===== config.mk =====
export PLATFORM = sky130hd
export DESIGN_NAME = icache_replace
export DESIGN_NICKNAME = d
export VERILOG_FILES = /design/src/icache_pkg.sv /design/src/icache_replace.sv
export VERILOG_INCLUDE_DIRS = /design/src /design/src/include
export SDC_FILE = /design/constraint.sdc
export NUM_CORES = 1
export LEC_CHECK = 0
export BUFFER_PORTS_ARGS = -buffer_cell sky130_fd_sc_hd__buf_2
export CAP_MARGIN = 20
export CORE_AREA = 10 10 217 219
export CTS_BUF_LIST = sky130_fd_sc_hd__clkbuf_8 sky130_fd_sc_hd__clkbuf_16
export DETAILED_ROUTE_END_ITERATION = 10
export DIE_AREA = 0 0 227 229
export MAX_ROUTING_LAYER = met4
export PLACE_DENSITY = 0.67
export SETUP_SLACK_MARGIN = 0.3
export SYNTH_ARGS = -nofsm -noshare
export SYNTH_HDL_FRONTEND = slang
export SYNTH_SLANG_ARGS = --single-unit

===== constraint.sdc =====
create_clock -name clk -period 2.3 [get_ports clk]
set_clock_uncertainty 0.1 [all_clocks]
set_input_delay 0 -clock clk [delete_from_list [all_inputs] [get_ports clk]]
set_output_delay 0 -clock clk [all_outputs]
set_load 0.01 [all_outputs]

===== src/include/icache_macros.svh =====
// organization constants for the two-way instruction cache
// included by the packages and by the modules that size loops or slice addresses
`ifndef ICACHE_MACROS_SVH
`define ICACHE_MACROS_SVH

// sets and ways
`define ICACHE_SETS 64
`define ICACHE_WAYS 2

// width of one per-way age counter
`define ICACHE_AGE_W 3

// fetch address fields
`define ICACHE_TAG_LSB 9
`define ICACHE_INDEX_LSB 3
`define ICACHE_WORD_BIT 2

// one cleared set per cycle
`define ICACHE_FENCE_CYCLES 64

`endif


===== src/icache_pkg.sv =====
// cache organization types shared by the ways, the replacement unit and the controller
`default_nettype none

`include "icache_macros.svh"

package icache_pkg;

    // one line holds 2^INDEX_LSB bytes
    localparam int LINE_W = 8 << `ICACHE_INDEX_LSB;

    typedef logic [$clog2(`ICACHE_SETS)-1:0] index_t;
    typedef logic [31-`ICACHE_TAG_LSB:0]     tag_t;

    typedef struct packed {
        logic valid;
        tag_t tag;
    } tag_entry_t;

    typedef logic [LINE_W-1:0]              line_t;
    typedef logic [`ICACHE_AGE_W-1:0]       age_t;
    typedef logic [$clog2(`ICACHE_WAYS)-1:0] way_sel_t;

endpackage

`default_nettype wire


===== src/icache_replace.sv =====
// per-set, per-way saturating age counters and victim choice
// step ages everything on a delivery, touch clears the way just used
`timescale 1ns/1ps
`default_nettype none

`include "icache_macros.svh"

module icache_replace (
    input  logic                 clk,
    input  logic                 rst_n_i,
    input  icache_pkg::index_t   index_i,
    input  logic                 way0_valid_i,
    input  logic                 way1_valid_i,
    input  logic                 touch_i,
    input  icache_pkg::way_sel_t touch_way_i,
    input  logic                 step_i,
    output icache_pkg::way_sel_t victim_o
);
    import icache_pkg::*;

    age_t age_q [`ICACHE_SETS][`ICACHE_WAYS];

    always_ff @(posedge clk) begin
        if (!rst_n_i) begin
            for (int s = 0; s < `ICACHE_SETS; s++) begin
                for (int w = 0; w < `ICACHE_WAYS; w++) begin
                    age_q[s][w] <= '0;
                end
            end
        end else begin
            if (step_i) begin
                for (int s = 0; s < `ICACHE_SETS; s++) begin
                    for (int w = 0; w < `ICACHE_WAYS; w++) begin
                        if (age_q[s][w] != '1) begin
                            age_q[s][w] <= age_q[s][w] + 1'b1;
                        end
                    end
                end
            end
            // later assignment, so the clear beats the increment
            if (touch_i) begin
                age_q[index_i][touch_way_i] <= '0;
            end
        end
    end

    // empty way first, then the older one, ties go to way 0
    always_comb begin
        if (!way0_valid_i) begin
            victim_o = way_sel_t'(0);
        end else if (!way1_valid_i) begin
            victim_o = way_sel_t'(1);
        end else if (age_q[index_i][0] >= age_q[index_i][1]) begin
            victim_o = way_sel_t'(0);
        end else begin
            victim_o = way_sel_t'(1);
        end
    end

endmodule

`default_nettype wire


# Word-level counts from Yosys, hierarchy flattened
# Memories as Yosys holds them, arrays and structs flattened.
# Cells that the tools add are included.
# W data, S select, Z words.
[totals] register_bits=0 ram_bits=384 in_bits=13 out_inout_bits=1 elab_cells=1039 memories=1
[classes] n_addsub=128 order_cmp=3 n_eq_ne=128 muxes=649 bitwise_logic=129 reduce_logical=1
[mem_list] name="age_q" depth=64 width=6 read_ports=65 rd_clocked_by_memory_dff=0 wr=65 line_no="icache_replace.sv:21" rtl="age_t age_q [`ICACHE_SETS][`ICACHE_WAYS];"
[op_table] op="$mux W1" n=518
[op_table] op="$mux W3" n=129
[op_table] op="$add A3 B1 Y3 const B" n=128
[op_table] op="$ne A3 B3 Y1 const B" n=128
[op_table] op="$or A1 B1 Y1" n=128
[op_table] op="$mux W6" n=1
[op_table] op="$demux W3 S1" n=1
[op_table] op="$ge A3 B3 Y1" n=1
[op_table] op="$ge A2 B2 Y1 const B" n=1
[op_table] op="$lt A2 B1 Y1 const B" n=1
[op_table] op="$not A1 Y2" n=1
[op_table] op="$logic_and A1 B1 Y1" n=1

# Longest topological paths before layout
# An unclocked memory read counts as a cell.
[logic_depth] depth_word=7 mapped_depth=15 mapped_depth_nobuf=11

# Worst setup path after synthesis
# OpenSTA, ideal clock, no wires.
[synth_timing] kind="input port to output port" startpoint="in index_i[2]" endpoint="out victim_o" t_arrival_ns=2.317 required_time_ns=2.200 path_slack_ns=-0.117 path_stages=14 n_path_buf=3 cell_sequence="buf_2 > buf_4 > buf_2 > mux2_2 > a221oi_1 > nor2_1 > o21ai_0 > nand4_1 > ha_1 > nand2b_1 > a21oi_1 > nor2b_1 > o21ai_0 > and2_1"
[synth_between] elab_chain_len=5
[synth_lines] item="start: declaration" line_no="icache_replace.sv:11" rtl="input icache_pkg::index_t index_i,"
[synth_lines] item="$mem_v2 Z64 W6"
[synth_lines] item="$ge A3 B3 Y1" line_no="icache_replace.sv:53" rtl="end else if (age_q[index_i][0] >= age_q[index_i][1]) begin"
[synth_lines] item="$mux W1" line_no="icache_replace.sv:53"
[synth_lines] item="$mux W1" line_no="icache_replace.sv:51" rtl="end else if (!way1_valid_i) begin"
[synth_lines] item="$mux W1" line_no="icache_replace.sv:49" rtl="if (!way0_valid_i) begin"
[synth_lines] item="end: declaration" line_no="icache_replace.sv:17" rtl="output icache_pkg::way_sel_t victim_o"
# No other way between the ends.

==> results_dict.tcl <==
set metrics [dict create \
    grt_pass1_vias 18900 \
    ant_nets 0 \
    layout_common_cells "buf_4, nor2_1, dfxtp_1" \
    synth_area_per_cell_sq_um 9.93 \
    die_h_um 229 \
    cp-end-kind "primary output" \
    worst_path_largest_cell_delay_ps 520 \
    largest_register_ff_count 384 \
    crit_buf_inv 2 \
    clkLatencyLatePin_ps 590 \
    synthTopCellsByArea "dfxtp_1, ha_1, mux2i_1" \
    final_core_util 0.629 \
    cts.sinks 384 \
    place.gp.congestion 0.969 \
    relSlewSlack 0.609 \
    worstPathRequired_ps 2200 \
    crit_path_start_kind "flop" \
    worst-path-max-fanout 2 \
    layout.nets 2865 \
    h-tree-depth 2 \
    synth-edff-count 0 \
    status "complete, but fails checks" \
    setup_viol 1 \
    clock_path_buffers 3 \
    seq_area_frac_synth 0.363 \
    synth_top_area_share 0.363 \
    cts_tree "done" \
    leakage_nw 13.3 \
    ys_warn_count 0 \
    hp-class "in2reg" \
    fmax_mhz 300 \
    critPathKind "reg2out" \
    layout_commonest_cell "buf_4" \
    syn_inst 2134 \
    first_pass_iters 5 \
    ir_worst_vdd_mv 0.581 \
    grt_max_degree 129 \
    fp.coreArea_sq_um 42700 \
    critical-path-slowest-cell "mux4_2" \
    final_hold_viol_count 0 \
    drive_gt1_frac 0.255 \
    synth-seq-cells 384 \
    ys_async_sr_fraction 0 \
    largest_register "age_q" \
    drc 0 \
    portBuffers 13 \
    cp_data_arrival_time_ps 3240 \
    period_needed_ps 3340 \
    violations "setup timing" \
    grt_usage 0.254 \
    ys_types 58 \
    num_vias 18100 \
    diodes 0 \
    postCtsSetupRepairBufs 0 \
    syn2layout_area_growth_pct 26.9 \
    synthFlopType "dfxtp_1" \
    rsz0062_at_grt "true" \
    maxSlewViolCount 0 \
    tns_ps -1040 \
    grt-ovfl-total 0 \
    worst_pin_slew_ps 586 \
    wl_per_cell_um 20.4 \
    syn-num-nets 2406 \
    clk_pin_slew_worst_paths_ps 60 \
    wl_mm 64.5 \
    vias_per_cell 5.73 \
    die_area_sq_um 52000 \
    yosys.area.top_type "dfxtp_1" \
    fin_crit_sh 1.45 \
    drv_cap 0 \
    cts_buffers 42 \
    antenna_found_initial 0 \
    dp_hpwl_mm 48.7 \
    io_pins 14 \
    synth_area_sq_um 21200 \
    grt_pass1_wl_mm 102 \
    cts_root_buf "clkbuf_16" \
    cp_top_family "simple AND/OR/NAND/NOR gates" \
    total_power_mw 18.0 \
    drt_iter0_markers 1254 \
    power_density_nw_per_um2 668 \
    path_cells "mux4_2 > a21o_1 > a221oi_2 > or4b_4 > ha_4 > nor2b_4 > o21ai_2 > buf_4 > and2_4 > buf_6" \
    die_w_um 227 \
    fp-row-count 76 \
    fin_ws_ps -1040 \
    start_util 0.496 \
    reg_top3 "age_q x384" \
]
[tightest hold or removal path, delay by kind of cell]
kind / cells / cell delay, ps
AO/OA/AOI/OAI: 1 / 220
buffers and inverters: 2 / 380
AND/OR/NAND/NOR: 1 / 70
[cell type report]
cell class,instances,area (sq um)
Inverter,3,11.3
Timing Repair Buffer,502,3920
Multi-Input combinational cell,1660,13200
Sequential cell,384,7690
Fill cell,3425,15800
Clock buffer,53,1240
Tap cell,546,683
Clock inverter,18,151
[kinds of logic (layout without fill, tap and decap cells)]
logic type	after synthesis	count (layout)	synth area share
and+or+nand+nor	626	626	0.134
DFF	384	384	0.363
muxes	370	370	0.193
AOI/OAI and AO/OA	277	277	0.0839
adders and majority gates	259	259	0.153
xor gates and xnor gates	128	128	0.0529
buffers and inverters	90	576	0.0204
[timing repair]
action,CTS,global route
pin swaps,8,6
endpoints found under the setup margin,1,1
hold buffers,1,0
gates resized for setup,19,9
endpoints found under the hold margin,2,0
[metrics by stage]
step	instance area (sq um)	worst slack, ps	instances	hold slack (ps)
3_3_place_gp	25400	-959	3094	223
2_1_floorplan	21200	0.359	2134	29.8
3_5_place_dp	25400	-960	3094	216
4_1_cts	26800	-1040	3166	32.8
6_report	26900	-1040	3166	28.1
5_1_grt	26900	-1140	3166	65.6
[power breakdown]
part / switching [mW] / leakage, nW / internal [mW] / total (mW)
Combinational: 1.71 / 9.39 / 1.80 / 3.51
Clock: 2.82 / 0.729 / 4.09 / 6.92
Sequential: 0.374 / 3.15 / 7.15 / 7.53
[worst paths after layout]
kind | from | end | slack [ps] | cells after the start
min | rst_n_i | age_q[20][2]$_SDFFE_PP0P_ | 30 | 4
min reg2reg | age_q[5][1]$_SDFFE_PP0P_ | age_q[5][1]$_SDFFE_PP0P_ | 450 | 2
max | age_q[63][5]$_SDFFE_PP0P_ | victim_o | -1040 | 10
max reg2reg | age_q[3][3]$_SDFFE_PP0P_ | age_q[3][5]$_SDFFE_PP0P_ | 560 | 6
[cell usage after synthesis, types with 7 or more instances]
cell type / n
ha_1: 259
xnor2_1: 128
o2bb2ai_1: 10
o21ai_0: 144
mux4_2: 26
nand3_1: 10
a221oi_1: 32
o22ai_1: 9
dfxtp_1: 384
buf_2: 22
mux2i_1: 294
nor2b_1: 135
mux2_2: 46
a22oi_1: 31
buf_6: 7
nand2_1: 48
nor2_1: 400
clkbuf_1: 53
a21oi_1: 14
[routing by layer]
layer,vias up,part of all wire,track usage
met2,551,0.48,0.420
met3,173,0.056,0.0335
met5,-,0,-
met4,0,0.041,0.108
met1,8891,0.42,0.306
li1,8518,-,-
(Power assumes the default switching activity.)
