[config.mk]
export PLATFORM = sky130hd
export DESIGN_NAME = icache_ctrl_flat
export DESIGN_NICKNAME = d
export VERILOG_FILES = /design/src/fetch_pkg.sv /design/src/icache_pkg.sv /design/src/way_if.sv /design/src/icache_ctrl.sv /design/src/flat_wrapper.sv
export VERILOG_INCLUDE_DIRS = /design/src /design/src/include
export SDC_FILE = /design/constraint.sdc
export NUM_CORES = 1
export LEC_CHECK = 0
export BUFFER_PORTS_ARGS = -buffer_cell sky130_fd_sc_hd__buf_2
export CAP_MARGIN = 20
export CORE_AREA = 2 2 187 189
export CTS_BUF_LIST = sky130_fd_sc_hd__clkbuf_8
export CTS_CLUSTER_DIAMETER = 200
export DETAILED_ROUTE_END_ITERATION = 12
export DIE_AREA = 0 0 189 191
export PLACE_DENSITY = 0.38
export SYNTH_ARGS = -nofsm -noshare
export SYNTH_HDL_FRONTEND = slang
export SYNTH_SLANG_ARGS = --single-unit
[constraint.sdc]
create_clock -name clk -period 5.8 [get_ports clk]
set_input_delay 0.58 -clock clk [delete_from_list [all_inputs] [get_ports clk]]
set_output_delay 0.58 -clock clk [all_outputs]
set_load 0.03 [all_outputs]
[src/include/icache_macros.svh]
// organization constants for the two-way instruction cache
// included by the packages and by the modules that size loops or slice addresses
`ifndef ICACHE_MACROS_SVH
`define ICACHE_MACROS_SVH

// sets and ways
`define ICACHE_SETS 64
`define ICACHE_WAYS 2

// width of one per-way age counter
`define ICACHE_AGE_W 3

// fetch address fields
`define ICACHE_TAG_LSB 9
`define ICACHE_INDEX_LSB 3
`define ICACHE_WORD_BIT 2

// one cleared set per cycle
`define ICACHE_FENCE_CYCLES 64

`endif

[src/fetch_pkg.sv]
// core and memory side types, plus the controller state encoding
`default_nettype none

`include "icache_macros.svh"

package fetch_pkg;

    typedef logic [31:0] fetch_addr_t;
    typedef logic [31:0] inst_t;

    // one extra bit so the sweep can count past the last set
    typedef logic [$clog2(`ICACHE_FENCE_CYCLES):0] fence_cnt_t;

    typedef enum logic [2:0] {
        IDLE,
        LOOKUP,
        DELIVER,
        REFILL,
        FENCE
    } ctrl_state_t;

endpackage

`default_nettype wire

[src/icache_pkg.sv]
// cache organization types shared by the ways, the replacement unit and the controller
`default_nettype none

`include "icache_macros.svh"

package icache_pkg;

    // one line holds 2^INDEX_LSB bytes
    localparam int LINE_W = 8 << `ICACHE_INDEX_LSB;

    typedef logic [$clog2(`ICACHE_SETS)-1:0] index_t;
    typedef logic [31-`ICACHE_TAG_LSB:0]     tag_t;

    typedef struct packed {
        logic valid;
        tag_t tag;
    } tag_entry_t;

    typedef logic [LINE_W-1:0]              line_t;
    typedef logic [`ICACHE_AGE_W-1:0]       age_t;
    typedef logic [$clog2(`ICACHE_WAYS)-1:0] way_sel_t;

endpackage

`default_nettype wire

[src/way_if.sv]
// lookup and write bundle between the controller and one cache way
// one instance per way, controller drives the address and write side
`timescale 1ns/1ps
`default_nettype none

interface way_if;
    import icache_pkg::*;
    import fetch_pkg::*;

    index_t     index;
    tag_t       tag;
    logic       word;
    logic       we;
    tag_entry_t wr_entry;
    line_t      wr_line;

    // lookup result, one cycle after index
    logic       hit;
    logic       valid;
    inst_t      inst;

    modport ctrl (
        output index, tag, word, we, wr_entry, wr_line,
        input  hit, valid, inst
    );

    modport way (
        input  index, tag, word, we, wr_entry, wr_line,
        output hit, valid, inst
    );

endinterface

`default_nettype wire

[src/icache_ctrl.sv]
// fetch controller for lookup, refill from memory, delivery to the core and fence sweep
// drives both ways through their way_if and feeds the replacement unit
`timescale 1ns/1ps
`default_nettype none

`include "icache_macros.svh"

module icache_ctrl (
    input  logic                   clk,
    input  logic                   rst_n_i,
    input  logic                   fetch_req_i,
    input  fetch_pkg::fetch_addr_t fetch_addr_i,
    input  logic                   fetch_stall_i,
    input  logic                   fence_i,
    output fetch_pkg::inst_t       fetch_inst_o,
    output logic                   fetch_valid_o,
    output logic                   mem_req_o,
    output fetch_pkg::fetch_addr_t mem_addr_o,
    input  icache_pkg::line_t      mem_data_i,
    input  logic                   mem_valid_i,
    way_if.ctrl                    way0,
    way_if.ctrl                    way1,
    input  icache_pkg::way_sel_t   victim_i,
    output logic                   touch_o,
    output icache_pkg::way_sel_t   touch_way_o,
    output logic                   step_o,
    output logic                   valid0_o,
    output logic                   valid1_o
);
    import icache_pkg::*;
    import fetch_pkg::*;

    ctrl_state_t state_q;
    ctrl_state_t state_d;
    fence_cnt_t  fence_cnt_q;
    logic        fence_done;
    logic        fence_wr;
    logic        fill_q;
    logic        fill_wr;
    line_t       fill_line_q;
    way_sel_t    hit_way_q;
    index_t      fetch_index;
    index_t      lookup_index;
    tag_entry_t  wr_entry;
    line_t       wr_line;

    assign fetch_index = fetch_addr_i[`ICACHE_TAG_LSB-1:`ICACHE_INDEX_LSB];
    assign fence_done  = (fence_cnt_q == fence_cnt_t'(`ICACHE_FENCE_CYCLES));
    assign fence_wr    = (state_q == FENCE) && !fence_done;
    // second refill cycle writes the captured line
    assign fill_wr     = (state_q == REFILL) && fill_q;

    always_comb begin
        state_d = state_q;
        case (state_q)
            IDLE: begin
                if (fence_i) begin
                    state_d = FENCE;
                end else if (fetch_req_i) begin
                    state_d = LOOKUP;
                end
            end
            LOOKUP: begin
                state_d = (way0.hit || way1.hit) ? DELIVER : REFILL;
            end
            DELIVER: begin
                if (!fetch_stall_i) begin
                    state_d = IDLE;
                end
            end
            REFILL: begin
                if (fill_q) begin
                    state_d = LOOKUP;
                end
            end
            FENCE: begin
                if (fence_done && !fence_i) begin
                    state_d = IDLE;
                end
            end
            default: state_d = IDLE;
        endcase
    end

    always_ff @(posedge clk) begin
        if (!rst_n_i) begin
            state_q     <= IDLE;
            fence_cnt_q <= '0;
            fill_q      <= 1'b0;
            hit_way_q   <= '0;
            valid0_o    <= 1'b0;
            valid1_o    <= 1'b0;
        end else begin
            state_q <= state_d;
            if (state_q == IDLE) begin
                fence_cnt_q <= '0;
            end else if (fence_wr) begin
                fence_cnt_q <= fence_cnt_q + 1'b1;
            end
            fill_q <= (state_q == REFILL) && !fill_q && mem_valid_i;
            if (state_q == LOOKUP) begin
                hit_way_q <= way1.hit ? way_sel_t'(1) : way_sel_t'(0);
                valid0_o  <= way0.valid;
                valid1_o  <= way1.valid;
            end
        end
    end

    always_ff @(posedge clk) begin
        if ((state_q == REFILL) && mem_valid_i) begin
            fill_line_q <= mem_data_i;
        end
    end

    // the fence sweep indexes by its counter and every other state by the fetch set
    assign lookup_index = fence_wr ? fence_cnt_q[$bits(index_t)-1:0] : fetch_index;
    assign wr_entry     = fence_wr
                        ? tag_entry_t'(0)
                        : tag_entry_t'{valid: 1'b1, tag: fetch_addr_i[31:`ICACHE_TAG_LSB]};
    assign wr_line      = fence_wr ? line_t'(0) : fill_line_q;

    assign way0.index    = lookup_index;
    assign way0.tag      = fetch_addr_i[31:`ICACHE_TAG_LSB];
    assign way0.word     = fetch_addr_i[`ICACHE_WORD_BIT];
    assign way0.we       = fence_wr || (fill_wr && (victim_i == way_sel_t'(0)));
    assign way0.wr_entry = wr_entry;
    assign way0.wr_line  = wr_line;

    assign way1.index    = lookup_index;
    assign way1.tag      = fetch_addr_i[31:`ICACHE_TAG_LSB];
    assign way1.word     = fetch_addr_i[`ICACHE_WORD_BIT];
    assign way1.we       = fence_wr || (fill_wr && (victim_i == way_sel_t'(1)));
    assign way1.wr_entry = wr_entry;
    assign way1.wr_line  = wr_line;

    assign fetch_valid_o = (state_q == DELIVER) && !fetch_stall_i;
    assign fetch_inst_o  = (hit_way_q == way_sel_t'(1)) ? way1.inst : way0.inst;

    assign mem_req_o  = (state_q == REFILL) && !fill_q;
    assign mem_addr_o = {fetch_addr_i[31:`ICACHE_INDEX_LSB], {`ICACHE_INDEX_LSB{1'b0}}};

    // ages move only on an accepted delivery
    assign step_o      = fetch_valid_o;
    assign touch_o     = fetch_valid_o;
    assign touch_way_o = hit_way_q;

endmodule

`default_nettype wire

[src/flat_wrapper.sv]
// flat-port wrapper written by rule: the top's interface ports become plain ports
module icache_ctrl_flat import icache_pkg::*; import fetch_pkg::*;
  (clk, rst_n_i, fetch_req_i, fetch_addr_i, fetch_stall_i, fence_i, fetch_inst_o, fetch_valid_o, mem_req_o, mem_addr_o, mem_data_i, mem_valid_i, victim_i, touch_o, touch_way_o, step_o, valid0_o, valid1_o, way0_index, way0_tag, way0_word, way0_we, way0_wr_entry, way0_wr_line, way0_hit, way0_valid, way0_inst, way1_index, way1_tag, way1_word, way1_we, way1_wr_entry, way1_wr_line, way1_hit, way1_valid, way1_inst);
  way_if way0_i ();
  way_if way1_i ();
  input  logic clk;
  input  logic rst_n_i;
  input  logic fetch_req_i;
  input  fetch_pkg::fetch_addr_t fetch_addr_i;
  input  logic fetch_stall_i;
  input  logic fence_i;
  output fetch_pkg::inst_t fetch_inst_o;
  output logic fetch_valid_o;
  output logic mem_req_o;
  output fetch_pkg::fetch_addr_t mem_addr_o;
  input  icache_pkg::line_t mem_data_i;
  input  logic mem_valid_i;
  input  icache_pkg::way_sel_t victim_i;
  output logic touch_o;
  output icache_pkg::way_sel_t touch_way_o;
  output logic step_o;
  output logic valid0_o;
  output logic valid1_o;
  output wire logic [$bits(way0_i.index)-1:0] way0_index;
  output wire logic [$bits(way0_i.tag)-1:0] way0_tag;
  output wire logic [$bits(way0_i.word)-1:0] way0_word;
  output wire logic [$bits(way0_i.we)-1:0] way0_we;
  output wire logic [$bits(way0_i.wr_entry)-1:0] way0_wr_entry;
  output wire logic [$bits(way0_i.wr_line)-1:0] way0_wr_line;
  input wire logic [$bits(way0_i.hit)-1:0] way0_hit;
  input wire logic [$bits(way0_i.valid)-1:0] way0_valid;
  input wire logic [$bits(way0_i.inst)-1:0] way0_inst;
  output wire logic [$bits(way1_i.index)-1:0] way1_index;
  output wire logic [$bits(way1_i.tag)-1:0] way1_tag;
  output wire logic [$bits(way1_i.word)-1:0] way1_word;
  output wire logic [$bits(way1_i.we)-1:0] way1_we;
  output wire logic [$bits(way1_i.wr_entry)-1:0] way1_wr_entry;
  output wire logic [$bits(way1_i.wr_line)-1:0] way1_wr_line;
  input wire logic [$bits(way1_i.hit)-1:0] way1_hit;
  input wire logic [$bits(way1_i.valid)-1:0] way1_valid;
  input wire logic [$bits(way1_i.inst)-1:0] way1_inst;
  assign way0_index = way0_i.index;
  assign way0_tag = way0_i.tag;
  assign way0_word = way0_i.word;
  assign way0_we = way0_i.we;
  assign way0_wr_entry = way0_i.wr_entry;
  assign way0_wr_line = way0_i.wr_line;
  assign way0_i.hit = way0_hit;
  assign way0_i.valid = way0_valid;
  assign way0_i.inst = way0_inst;
  assign way1_index = way1_i.index;
  assign way1_tag = way1_i.tag;
  assign way1_word = way1_i.word;
  assign way1_we = way1_i.we;
  assign way1_wr_entry = way1_i.wr_entry;
  assign way1_wr_line = way1_i.wr_line;
  assign way1_i.hit = way1_hit;
  assign way1_i.valid = way1_valid;
  assign way1_i.inst = way1_inst;
  icache_ctrl u_core (.clk(clk), .rst_n_i(rst_n_i), .fetch_req_i(fetch_req_i), .fetch_addr_i(fetch_addr_i), .fetch_stall_i(fetch_stall_i), .fence_i(fence_i), .fetch_inst_o(fetch_inst_o), .fetch_valid_o(fetch_valid_o), .mem_req_o(mem_req_o), .mem_addr_o(mem_addr_o), .mem_data_i(mem_data_i), .mem_valid_i(mem_valid_i), .way0(way0_i), .way1(way1_i), .victim_i(victim_i), .touch_o(touch_o), .touch_way_o(touch_way_o), .step_o(step_o), .valid0_o(valid0_o), .valid1_o(valid1_o));
endmodule
Word-level counts from Yosys, hierarchy flattened. Cells that the tools add are included.

$add $sub $neg: 1. Multipliers: 0. Divide/modulo/power cells: 0. Magnitude comparators: 0. Equality and inequality tests: 9. Shifts and indexed selects: 0. Multiplexer cells: 12. Bitwise operators: 2. Reductions and logical operators: 19.

Operators with widths (number): 64-bit two-way mux (1); 32-bit two-way mux (1); 24-bit two-way mux (1); 3-bit two-way mux (5); 3-bit one-hot mux with 5 select lines (1); 1-bit logical AND (9); 7-bit by 1-bit adder with 7-bit output, second input constant (1); 7-bit equality test, second input constant (1); 3-bit by 2-bit equality test with 1-bit output, second input constant (2); 6-bit two-way mux (1); 1-bit zero test (4); 2-bit != test, second input constant (2); 4-bit AND reduction (1); 3-bit by 1-bit equality test with 1-bit output, second input constant (1); 3-bit equality test, second input constant (1); 3-bit zero test (1); 1-bit logical OR (3); 3-bit != test, second input constant (1); 1-bit two-way mux (2); 2-bit by 1-bit != test with 1-bit output, second input constant (1); 1-bit NOT (2); 2-bit OR reduction (1).

Register bits after elaboration: 78. Latch bits: 0. Memory bits (writable): 0. Bits in read-only memories: 0. Input bits: 171. Output and inout port bits: 309. Word-level logic and storage cells: 50. Memories: 0.

Longest topological paths before layout.
Word-level depth: 4. Depth in mapped cells: 8. Depth with buffers taken out: 5.

Worst setup path after synthesis. No wires, ideal clock.

Kind: register to register. From: register u_core.state_q[0]. To: register u_core.fill_line_q[0] (enable). Setup time: 0.429 ns. Data arrival time: 2.317 ns. Slack: 3.053 ns. Cell stages (with the launch flop): 4. Path buffers: 1. Clock period less this slack: 2.747 ns. Path through: dfxtp_1 clkbuf_1 and3b_1 and2_1.

Word-level cells in the longest chain between the ends: 2.

Ends and longest elaborated chain: start, declared (RTL line icache_ctrl.sv:33) `ctrl_state_t state_q;`; start signal, assigned (RTL line icache_ctrl.sv:94) `state_q <= state_d;`; 3-bit by 2-bit equality test with 1-bit output (RTL line icache_ctrl.sv:110) `if ((state_q == REFILL) && mem_valid_i) begin`; 1-bit logical AND (RTL line icache_ctrl.sv:110); end signal, assigned (RTL line icache_ctrl.sv:111) `fill_line_q <= mem_data_i;`; end, declared (RTL line icache_ctrl.sv:40) `line_t fill_line_q;`.

No other way between the ends. A chain may end at the register's enable or synchronous reset.

Worst setup path after layout.
From: register u_core.fence_cnt_q[2]. To: output port way1_index[1].

Word-level cells in the longest chain between the ends: 4.

Ends and longest elaborated chain: start, declared (RTL line icache_ctrl.sv:35) `fence_cnt_t fence_cnt_q;`; start signal, assigned (RTL line icache_ctrl.sv:98) `fence_cnt_q <= fence_cnt_q + 1'b1;`; 7-bit equality test (RTL line icache_ctrl.sv:48) `` assign fence_done = (fence_cnt_q == fence_cnt_t'(`ICACHE_FENCE_CYCLES)); ``; 1-bit zero test (RTL line icache_ctrl.sv:49) `assign fence_wr = (state_q == FENCE) && !fence_done;`; 1-bit logical AND (RTL line icache_ctrl.sv:49); 6-bit two-way mux (RTL line icache_ctrl.sv:116) `assign lookup_index = fence_wr ? fence_cnt_q[$bits(index_t)-1:0] : fetch_index;`; end, declared (RTL line flat_wrapper.sv:33) `output wire logic [$bits(way1_i.index)-1:0] way1_index;`.

No other way between the ends.

==> run metrics <==
Seq/Total Area, Yosys=0.4366; post-synth top area cell=edfxtp_1; Clock Sinks=78; Cells after Synth=464; TritonCTS clock tree=built; layout cells sized above 1=0.6942; syn_area_per_cell=10.87 µm²; post-route setup TNS=0 ns; PnR Total Power=1.671 mW; highest net fanout along the worst path=56; fmax=265.3 MHz; crit-path cells=nor4b_1 -> a31oi_4 -> inv_2 -> buf_4 -> mux2_4 -> buf_2; maxcap violations=0; Die H=191 µm; Synth Warn #=0; Final Max Tran Viols=0; first-pass GRT wire length=21.49 mm; Post-synth EDFFs=64; hold path startpoint=mem_data_i[35]; clock latency on the worst-skew pair=0.36 ns; top cells by area, synth=edfxtp_1 38%, buf_4 26%, and2_1 11%, mux2_2 7.1%, dfxtp_1 5.6%; maximum vdd drop=111.1 µV; WS Path Type=flop to output port; Final ANT Viol Nets=0; hold endpoint=u_core.fill_line_q[35]; Die W=189 µm; highest cell delay on the worst timing path=0.71 ns; reg2reg setup slack=3.67 ns; leakage=3.284 nW; RSZ-0062 raised after global routing=false; Rows=68; P per Cell Area=245.0 nW/µm²; status=finished, final reports clean; worst r2r src=u_core.state_q[1]; Port-buffer cells=471; Syn-to-layout area delta=35.23%; buffer and inverter count on the worst path=3; DIE AREA=36100 µm²; Residual DRC=0; post-CTS setup buffer count=0; clock slew at reported path FFs=0.10 ns; post-DR wirelength/cell=13.28 µm; worst slew pin tran=0.9319 ns; slowest CP cell=inv_2; CTS resizes=0; count leader, synth=buf_4; Detailed Route WL=16.16 mm; vias=4080; global-route usage over all layers=0.08047; mapped cell area=5044 µm²; Worst Reg-to-Reg Cells=3; worst endpoint required time=5.22 ns; register area=2202 µm²; hold_buf cts=0; vias in the first global route=3665; final hold vios=0; pin count of the biggest net entering global routing=65; # fillers=3783; Initial Util=0.1478; DPL Wire Length=13.11 mm; Final nets=931; Rel. slew slack=0.3778; top cell type's share of synthesized area=0.3810; Worst Hold Class=primary input to flop; I/O pin total=480; Core Box Area=34120 µm²; #FFs+latches synth=78; fin crit share=0.6498; Final GP Congestion=0.7647; Clock Tree Buf Depth=2; First-pass DRT Iterations=4; crit path launch type=flop; most frequent cells after synthesis=176 x buf_4, 88 x and2_1, 64 x edfxtp_1, 32 x mux2_2, 14 x dfxtp_1; worst clock skew=0.01301 ns; grt ovf=0; ys flop type=edfxtp_1; asr flop ratio synth=0; reg2reg end=u_core.fill_line_q[62]; Inserted Diodes=0; Critical Path AT=3.19 ns; Unique masters post-synth=35; Hold Path Cell Cnt=1; count of final setup violators=0; critical path endpoint category=output port; cts bufs inserted=9; CTS root buf=clkbuf_8; via/cell ratio=3.353; antenna violations before repair=0; htree depth=3; Initial DRC Count=113; crit-path leading delay family=buffers and inverters; Multi-input gate area=1409 µm²; Final Critical Period=3.769 ns
[registers in the layout, indices dropped and copies added, names as in the netlist]
name and cells:
u_core.fence_cnt_q 7, u_core.fill_line_q 64, u_core.fill_q 1, u_core.state_q 3, u_core.touch_way_o 1, u_core.valid0_o 1
u_core.valid1_o 1
[worst max-delay path by stage]
stage	start	cells past startpoint	slack, ns	to
floorplan	u_core.state_q[0]	3	3.05	u_core.fill_line_q[0]
global placement	u_core.fence_cnt_q[2]	6	2.23	way1_index[1]
detailed placement	u_core.fence_cnt_q[2]	6	2.25	way1_index[1]
CTS	u_core.fence_cnt_q[2]	6	1.84	way1_index[1]
global route	u_core.fence_cnt_q[2]	6	1.72	way1_index[1]
finish	u_core.fence_cnt_q[2]	6	2.03	way1_index[1]
[metrics by stage]
stage | instances | cell area, µm² | hold WS [ns] | setup WS (ns) | util
5_1_grt | 1217 | 6820 | 0.3511 | 1.720 | 0.1999
6_report | 1217 | 6820 | 0.3836 | 2.031 | 0.1999
2_1_floorplan | 466 | 5051 | 0.4471 | 3.053 | -
4_1_cts | 1217 | 6820 | 0.3426 | 1.841 | 0.1999
3_3_place_gp | 1202 | 6579 | 0.4661 | 2.233 | 0.1928
3_5_place_dp | 1202 | 6579 | 0.4741 | 2.252 | 0.1928
[power by group]
part	internal [mW]	switching, mW
sequential	0.607	0.00399
combinational	0.164	0.379
clock	0.288	0.229
total	1.06	0.612
[worst reg2reg max path, delay by kind of cell, from the launching register on]
kind	cells	cell delay, ns
buffers and inverters	1	0.64
and+or+nand+nor	2	0.46
DFF	1	0.56
[layout by cell type (no fill, tap or decap), types with 5 or more instances in the layout]
cell type	Yosys	final
a21oi_1	5	5
and2_1	88	87
buf_2	0	471
clkbuf_8	0	9
dfxtp_1	14	14
edfxtp_1	64	64
mux2_2	32	32
mux2i_1	6	6
nand2_1	11	11
[cell type report]
type                    instances  share of cell area
clock inverters                 6             0.01724
repair buffers                474              0.3489
flip-flops and latches         78              0.3229
well taps                     455             0.08347
inverters                       5            0.002752
clock buffers                   9             0.01816
multi-input cells             190              0.2066
[kinds of logic after synthesis]
logic type	Yosys count	share of synthesized area
and+or+nand+nor	125	0.1506
muxes	42	0.09526
DFF	78	0.4366
other	1	0.0007435
AOI/OAI and AO/OA	18	0.02605
buffers and inverters	198	0.2858
adders and majority gates	2	0.004961
[metal layers]
| metal | GRT usage | up-vias | part of all wire |
|---|---|---|---|
| li1 | - | 1952 | - |
| met1 | 0.08652 | 1856 | 0.38 |
| met2 | 0.1586 | 264 | 0.54 |
| met3 | 0.01652 | 8 | 0.067 |
| met4 | 0.01983 | 0 | 0.0088 |
| met5 | 0 | - | 0 |
(Power assumes the default switching activity.)
